--- src/common/rvseed_pkg.sv ---
package rvseed_pkg;

   // data and address width
   localparam int xlen = 64;

   // control-flow class handed over by decode
   typedef enum logic [2:0] {
      seq    = 3'd0,
      branch = 3'd1,
      jal    = 3'd2,
      jalr   = 3'd3,
      ebreak = 3'd4
   } flow_kind_e;

   // follows the riscv funct3 encoding
   typedef enum logic [2:0] {
      beq    = 3'b000,
      bne    = 3'b001,
      blt    = 3'b100,
      bge    = 3'b101,
      bltu   = 3'b110,
      bgeu   = 3'b111
   } br_op_e;

   // fetch sequencing states
   typedef enum logic [1:0] {
      run    = 2'd0,
      flush  = 2'd1,   // bubbles after a redirect
      halt   = 2'd2    // left only by reset
   } pc_state_e;

   // one record per decoded instruction, 198 bits
   typedef struct packed {
      flow_kind_e         kind;
      br_op_e             br_op;
      logic [xlen-1:0]    imm;       // already sign-extended
      logic [xlen-1:0]    rs1_val;
      logic [xlen-1:0]    rs2_val;
   } flow_ctrl_t;

endpackage

--- src/hw/branch_cmp.sv ---
`timescale 1ns/1ps

module branch_cmp (
   input  rvseed_pkg::flow_ctrl_t ctrl,
   output logic                   taken
);

   logic eq;
   logic lt_s;
   logic lt_u;
   logic cond;

   assign eq   = (ctrl.rs1_val == ctrl.rs2_val);
   assign lt_s = ($signed(ctrl.rs1_val) < $signed(ctrl.rs2_val));
   assign lt_u = (ctrl.rs1_val < ctrl.rs2_val);

   always_comb begin
      case (ctrl.br_op)
         rvseed_pkg::beq: begin
            cond = eq;
         end
         rvseed_pkg::bne: begin
            cond = !eq;
         end
         rvseed_pkg::blt: begin
            cond = lt_s;
         end
         rvseed_pkg::bge: begin
            cond = !lt_s;
         end
         rvseed_pkg::bltu: begin
            cond = lt_u;
         end
         rvseed_pkg::bgeu: begin
            cond = !lt_u;
         end
         default: begin
            cond = 1'b0;   // unused funct3 codes
         end
      endcase
   end

   assign taken = (ctrl.kind == rvseed_pkg::branch) && cond;

endmodule

--- src/hw/pc_gen.sv ---
`timescale 1ns/1ps

module pc_gen #(
   parameter logic [rvseed_pkg::xlen-1:0] RESET_PC    = 64'h0000_0000_8000_0000,
   parameter logic [rvseed_pkg::xlen-1:0] TRAP_VECTOR = 64'h0000_0000_8000_0000
) (
   input  logic                        clk,
   input  logic                        rst_n,
   input  logic                        accept,
   input  logic                        taken,
   input  rvseed_pkg::flow_ctrl_t      ctrl,
   output logic [rvseed_pkg::xlen-1:0] pc,
   output logic                        redirect,
   output logic                        trap
);

   localparam logic [rvseed_pkg::xlen-1:0] pc_step = 4;

   logic [rvseed_pkg::xlen-1:0] seq_pc;
   logic [rvseed_pkg::xlen-1:0] rel_pc;     // branch and jal target
   logic [rvseed_pkg::xlen-1:0] jalr_sum;
   logic [rvseed_pkg::xlen-1:0] next_pc;

   assign seq_pc   = pc + pc_step;
   assign rel_pc   = pc + ctrl.imm;
   assign jalr_sum = ctrl.rs1_val + ctrl.imm;

   always_comb begin
      next_pc  = seq_pc;
      redirect = 1'b0;
      trap     = 1'b0;
      case (ctrl.kind)
         rvseed_pkg::branch: begin
            if (taken) begin
               next_pc  = rel_pc;
               redirect = 1'b1;
            end
         end
         rvseed_pkg::jal: begin
            next_pc  = rel_pc;
            redirect = 1'b1;
         end
         rvseed_pkg::jalr: begin
            next_pc  = {jalr_sum[rvseed_pkg::xlen-1:1], 1'b0};   // lsb dropped per spec
            redirect = 1'b1;
         end
         rvseed_pkg::ebreak: begin
            next_pc  = TRAP_VECTOR;
            trap     = 1'b1;
         end
         default: begin
            next_pc  = seq_pc;
         end
      endcase
   end

   always_ff @(posedge clk or negedge rst_n) begin
      if (!rst_n) begin
         pc <= RESET_PC;
      end else if (accept) begin
         pc <= next_pc;
      end
   end

   // adder check, jalr may legally produce a halfword address
   a_word_aligned: assert property (@(posedge clk) disable iff (!rst_n)
      accept && ctrl.kind != rvseed_pkg::jalr && ctrl.imm[1:0] == 2'b00 && pc[1:0] == 2'b00
      |=> pc[1:0] == 2'b00)
      else $error("pc lost word alignment on a non-jalr path");

endmodule

--- src/hw/flush_timer.sv ---
`timescale 1ns/1ps

module flush_timer #(
   parameter int FLUSH_CYCLES = 2
) (
   input  logic clk,
   input  logic rst_n,
   input  logic start,
   output logic done
);

   logic [3:0] count;   // remaining bubble cycles

   if (FLUSH_CYCLES < 1 || FLUSH_CYCLES > 15) begin : g_bad_flush
      $error("FLUSH_CYCLES must be within 1..15");
   end

   always_ff @(posedge clk or negedge rst_n) begin
      if (!rst_n) begin
         count <= 4'd0;
      end else if (start) begin
         count <= 4'(FLUSH_CYCLES);
      end else if (count != 4'd0) begin
         count <= count - 4'd1;
      end
   end

   // last bubble, fsm returns to run on the next edge
   assign done = (count == 4'd1);

   a_no_restart: assert property (@(posedge clk) disable iff (!rst_n)
      start |-> count == 4'd0)
      else $error("flush timer restarted while still counting");

endmodule

--- src/hw/pc_ctrl_fsm.sv ---
`timescale 1ns/1ps

module pc_ctrl_fsm (
   input  logic clk,
   input  logic rst_n,
   input  logic instr_valid,
   input  logic redirect,
   input  logic trap,
   input  logic timer_done,
   output logic accept,
   output logic fetch_en,
   output logic halted,
   output logic timer_start
);

   rvseed_pkg::pc_state_e state;
   rvseed_pkg::pc_state_e state_nxt;

   assign fetch_en    = (state == rvseed_pkg::run);
   assign halted      = (state == rvseed_pkg::halt);
   assign accept      = instr_valid && fetch_en;   // strobes outside run are dropped
   assign timer_start = accept && redirect && !trap;

   always_comb begin
      state_nxt = state;
      case (state)
         rvseed_pkg::run: begin
            if (accept && trap) begin
               state_nxt = rvseed_pkg::halt;
            end else if (accept && redirect) begin
               state_nxt = rvseed_pkg::flush;
            end
         end
         rvseed_pkg::flush: begin
            if (timer_done) begin
               state_nxt = rvseed_pkg::run;
            end
         end
         rvseed_pkg::halt: begin
            state_nxt = rvseed_pkg::halt;   // only reset leaves
         end
         default: begin
            state_nxt = rvseed_pkg::run;
         end
      endcase
   end

   always_ff @(posedge clk or negedge rst_n) begin
      if (!rst_n) begin
         state <= rvseed_pkg::run;
      end else begin
         state <= state_nxt;
      end
   end

   // pc_gen flags at most one class per record
   a_one_class: assert property (@(posedge clk) disable iff (!rst_n)
      !(redirect && trap))
      else $error("redirect and trap raised together");

   // timer and fsm must agree on the bubble window
   a_done_in_flush: assert property (@(posedge clk) disable iff (!rst_n)
      timer_done |-> state == rvseed_pkg::flush)
      else $error("flush timer finished outside flush");

endmodule

--- src/hw/pc_unit.sv ---
`timescale 1ns/1ps

module pc_unit #(
   parameter logic [rvseed_pkg::xlen-1:0] RESET_PC     = 64'h0000_0000_8000_0000,
   parameter logic [rvseed_pkg::xlen-1:0] TRAP_VECTOR  = 64'h0000_0000_8000_0000,
   parameter int                          FLUSH_CYCLES = 2
) (
   input  logic                        clk,
   input  logic                        rst_n,
   input  logic                        instr_valid,
   input  rvseed_pkg::flow_ctrl_t      ctrl,
   output logic [rvseed_pkg::xlen-1:0] pc,
   output logic                        fetch_en,
   output logic                        halted
);

   logic accept;
   logic taken;
   logic redirect;
   logic trap;
   logic timer_start;
   logic timer_done;

   branch_cmp u_branch_cmp (
      .ctrl        (ctrl),
      .taken       (taken)
   );

   pc_gen #(
      .RESET_PC    (RESET_PC),
      .TRAP_VECTOR (TRAP_VECTOR)
   ) u_pc_gen (
      .clk         (clk),
      .rst_n       (rst_n),
      .accept      (accept),
      .taken       (taken),
      .ctrl        (ctrl),
      .pc          (pc),
      .redirect    (redirect),
      .trap        (trap)
   );

   flush_timer #(
      .FLUSH_CYCLES (FLUSH_CYCLES)
   ) u_flush_timer (
      .clk         (clk),
      .rst_n       (rst_n),
      .start       (timer_start),
      .done        (timer_done)
   );

   pc_ctrl_fsm u_pc_ctrl_fsm (
      .clk         (clk),
      .rst_n       (rst_n),
      .instr_valid (instr_valid),
      .redirect    (redirect),
      .trap        (trap),
      .timer_done  (timer_done),
      .accept      (accept),
      .fetch_en    (fetch_en),
      .halted      (halted),
      .timer_start (timer_start)
   );

endmodule

--- config.mk ---
export PLATFORM = sky130hd
export DESIGN_NAME = pc_unit
export DESIGN_NICKNAME = d
export VERILOG_FILES = /design/src/common/rvseed_pkg.sv /design/src/hw/branch_cmp.sv /design/src/hw/pc_gen.sv /design/src/hw/flush_timer.sv /design/src/hw/pc_ctrl_fsm.sv /design/src/hw/pc_unit.sv
export SDC_FILE = /design/constraint.sdc
export NUM_CORES = 1
export LEC_CHECK = 0
export BUFFER_PORTS_ARGS = -buffer_cell sky130_fd_sc_hd__clkbuf_2
export CAP_MARGIN = 40
export CORE_UTILIZATION = 30
export CTS_BUF_LIST = sky130_fd_sc_hd__clkbuf_8
export DETAILED_ROUTE_END_ITERATION = 7
export HOLD_SLACK_MARGIN = 0.03
export SETUP_SLACK_MARGIN = 0.3
export SYNTH_ARGS = -nofsm -noshare
export SYNTH_HDL_FRONTEND = slang
export SYNTH_HIERARCHICAL = 1
export SYNTH_SLANG_ARGS = --single-unit
--- constraint.sdc ---
create_clock -name clk -period 8.3 [get_ports clk]
set_input_delay 1.66 -clock clk [delete_from_list [all_inputs] [get_ports clk]]
set_output_delay 1.66 -clock clk [all_outputs]
set_load 0.01 [all_outputs]
==> metrics.cfg <==
[die]
num_io_pins = 267
placeableCoreArea_um2 = 45700
chipHeight_um = 218
row_count = 78
fp.dieW_um = 218
dieArea_um2 = 47400
effective_utilization_at_floorplan = 0.306

[placed_design]
routabilityCongestion = 0.990
placedCellCount = 2784
dpl_cell_area_um2 = 15900
dp.final_hpwl_um = 49200
place.port_buffers = 266

[route]
drt-pass1-iter-count = 6
avgViaCountPerCell = 5.87
drt-initial-drc-count = 1535
ant_nets = 0
detail_route.drc_violations = 0
routedWlPerCell_um = 21.4
route.final.wire_length_um = 59800
via_count = 16400

[cells_and_area]
layout.filler_cells = 4917
final_core_util = 0.353
num_antenna_cells = 0
final_common_cell = clkbuf_2
area_delta_synth_final_pct = 15.3
fin_nets = 2590
drive_above_1_share = 0.150
final_cells = 2800
mostFrequentLayoutCells = clkbuf_2, a21oi_1, nand2_1
layout.cell_area.non_filler_um2 = 16100

[cts]
clock-root-buffer = clkbuf_8
cts_tree = yes
cts.clk_slew.worst_paths_ps = 100
cts_hold_buffers = 0
cts_setup_buffers = 0
cts-root-to-sink-buffers = 2
htreeDepth = 3
worst_skew_pair.late_latency_ps = 380
clock_sink_count = 70
cts_made_buffers = 9
post_cts.resized_instances = 0

[synth]
yosys_warnings = 6
postSynthNetCount = 2378
share_of_synthesized_area_occupied_by_flip_flops_and_latches = 0.125
yosys_most_used_dff = dfrtp_1
yosys_register_bits = 70
synth.lib_cells_used.distinct = 77
postSynthCellCount = 1983
netlist.top_cell.by_area = ha_1
synth.area.top_cells = ha_1, dfrtp_1, a21oi_1
syn_avg_cell_area_um2 = 7.05
yosys.area.top_type_share = 0.172
syn-cell-area_um2 = 14000
count_of_flip_flops_with_a_built_in_enable_after_synthesis = 0
asyncSetResetFlopFracSynth = 1.00

[worst_setup_path]
critical_path.max_fanout = 33
crit_end_element = flip-flop
regToRegStartpoint = u_pc_gen/pc[28]
worstSetupStartpoint = ctrl[53]
setup.worst_path.class = input pin to flip-flop
critPathArrivalTime_ps = 6360
cp-start-kind = input pin
worstPathRequired_ps = 8570

[grt]
grt_pass1_wl_um = 90500
antenna_found_initial = 1
track_usage = 0.245
maximum_number_of_pins_on_one_net_before_global_route_repair = 65
grt_pass1_vias = 15400
gr-total-overflow = 0

[timing]
rsz0062_at_grt = no
max_slew.worst_pin.slew_ps = 1020
max_freq_mhz = 164
finalSetupViolCount = 0
final_period_minus_worst_setup_slack_ps = 6090
totalNegativeSetupSlack_ps = 0
report.final.slew_viol_count = 0
timing.clock.skew_ps = 19.7
hold_viol = 0
finalCritPeriodShare = 0.734
worst_slew_margin_rel = 0.314

[power]
cellLeakagePower_uw = 0.00745
power_per_cell_area_nw_per_um2 = 242
power.ir.vdd_worst_mv = 0.0878
post-layout-total-power_uw = 3900

[hold_path]
hold_path_class = flip-flop to flip-flop
hold_path.startpoint = u_pc_ctrl_fsm/state[0]

[outcome]
run_status = completed

[run]
max_cap_viol_count = 0

per-stage QoR:
step / setup WS [ps] / hold slack [ps]
CTS: 2240 / 539
global route: 1990 / 568
global placement: 1980 / 503
floorplan: 2910 / 473
detailed placement: 1820 / 523
finish: 2210 / 526
synthesized netlist by cell type, types with 16 or more instances:
library cell  count
clkbuf_1         80
nand4_1          58
inv_1           106
dfrtp_1          69
and3_1           39
a21o_1           73
o21bai_1         29
nand2_1         198
xnor2_1          67
o221ai_1         17
a31oi_1          25
a221oi_1         16
o21ai_0         166
xor2_1           44
a211oi_1         22
nor4_1           22
nand3_1          66
ha_1            192
nor2_1          156
nor3_1           33
a21oi_1         228
o21a_1           18
and2_1           20
where the power goes:
| part | switching [uW] | total, uW | internal [uW] |
|---|---|---|---|
| sequential | 311 | 799 | 488 |
| clock | 169 | 340 | 171 |
| combinational | 1690 | 2760 | 1070 |
critical path: stages:
cell	delay [ps]
clkbuf_2	80
inv_1	30
ha_1	300
a21o_1	190
nand3_1	100
a211oi_1	80
or4_1	560
or4_1	560
or4b_1	530
nand3_1	120
a21oi_1	70
nor2_1	310
or2_2	440
buf_4	420
buf_4	350
o21ai_0	140
a222oi_1	320
nor2_1	80
layout make-up:
cell class,instances,area [um^2],share of cell area
inverter,106,398,0.0247
clock buffer,9,124,0.00769
sequential,70,1750,0.109
multi-input combinational,1724,11500,0.715
timing repair buffer,284,1470,0.0912
tap,600,751,0.0466
clock inverter,7,96.3,0.00598
flip-flops by register name (all words and copies together), names as in the netlist:
| signal | cells |
|---|---|
| u_pc_gen/pc | 64 |
| u_flush_timer/count | 4 |
| u_pc_ctrl_fsm/state | 2 |
layer usage:
metal  global-route usage  part of all wire  vias up
li1                     -                 -     7893
met1                0.345              0.46     7799
met2                0.388              0.44      669
met3               0.0403             0.072       63
met4               0.0590             0.021        2
met5                    0           0.00022        -
kinds of logic (layout without fill, tap and decap cells):
family	count (synthesis)	after routing	synth area share
AOI/OAI and AO/OA	728	728	0.332
buffers and inverters	189	406	0.0509
adders and majority gates	194	194	0.175
DFF	70	70	0.125
xor gates and xnor gates	111	111	0.0696
and+or+nand+nor	678	678	0.238
muxes	13	13	0.00985
final timing paths:
path / to / slack, ps / depth (start not counted)
worst min register to register: u_pc_ctrl_fsm/state[1] / 530 / 1
min in group asynchronous: u_pc_gen/pc[29] / 1160 / 1
worst max-delay path: u_pc_gen/pc[24] / 2210 / 18
max in group asynchronous: u_pc_gen/pc[63] / 6090 / 2
worst min-delay path: u_pc_ctrl_fsm/state[1] / 530 / 1
worst max register to register: u_pc_gen/pc[63] / 3810 / 11
(Power assumes the default switching activity.)
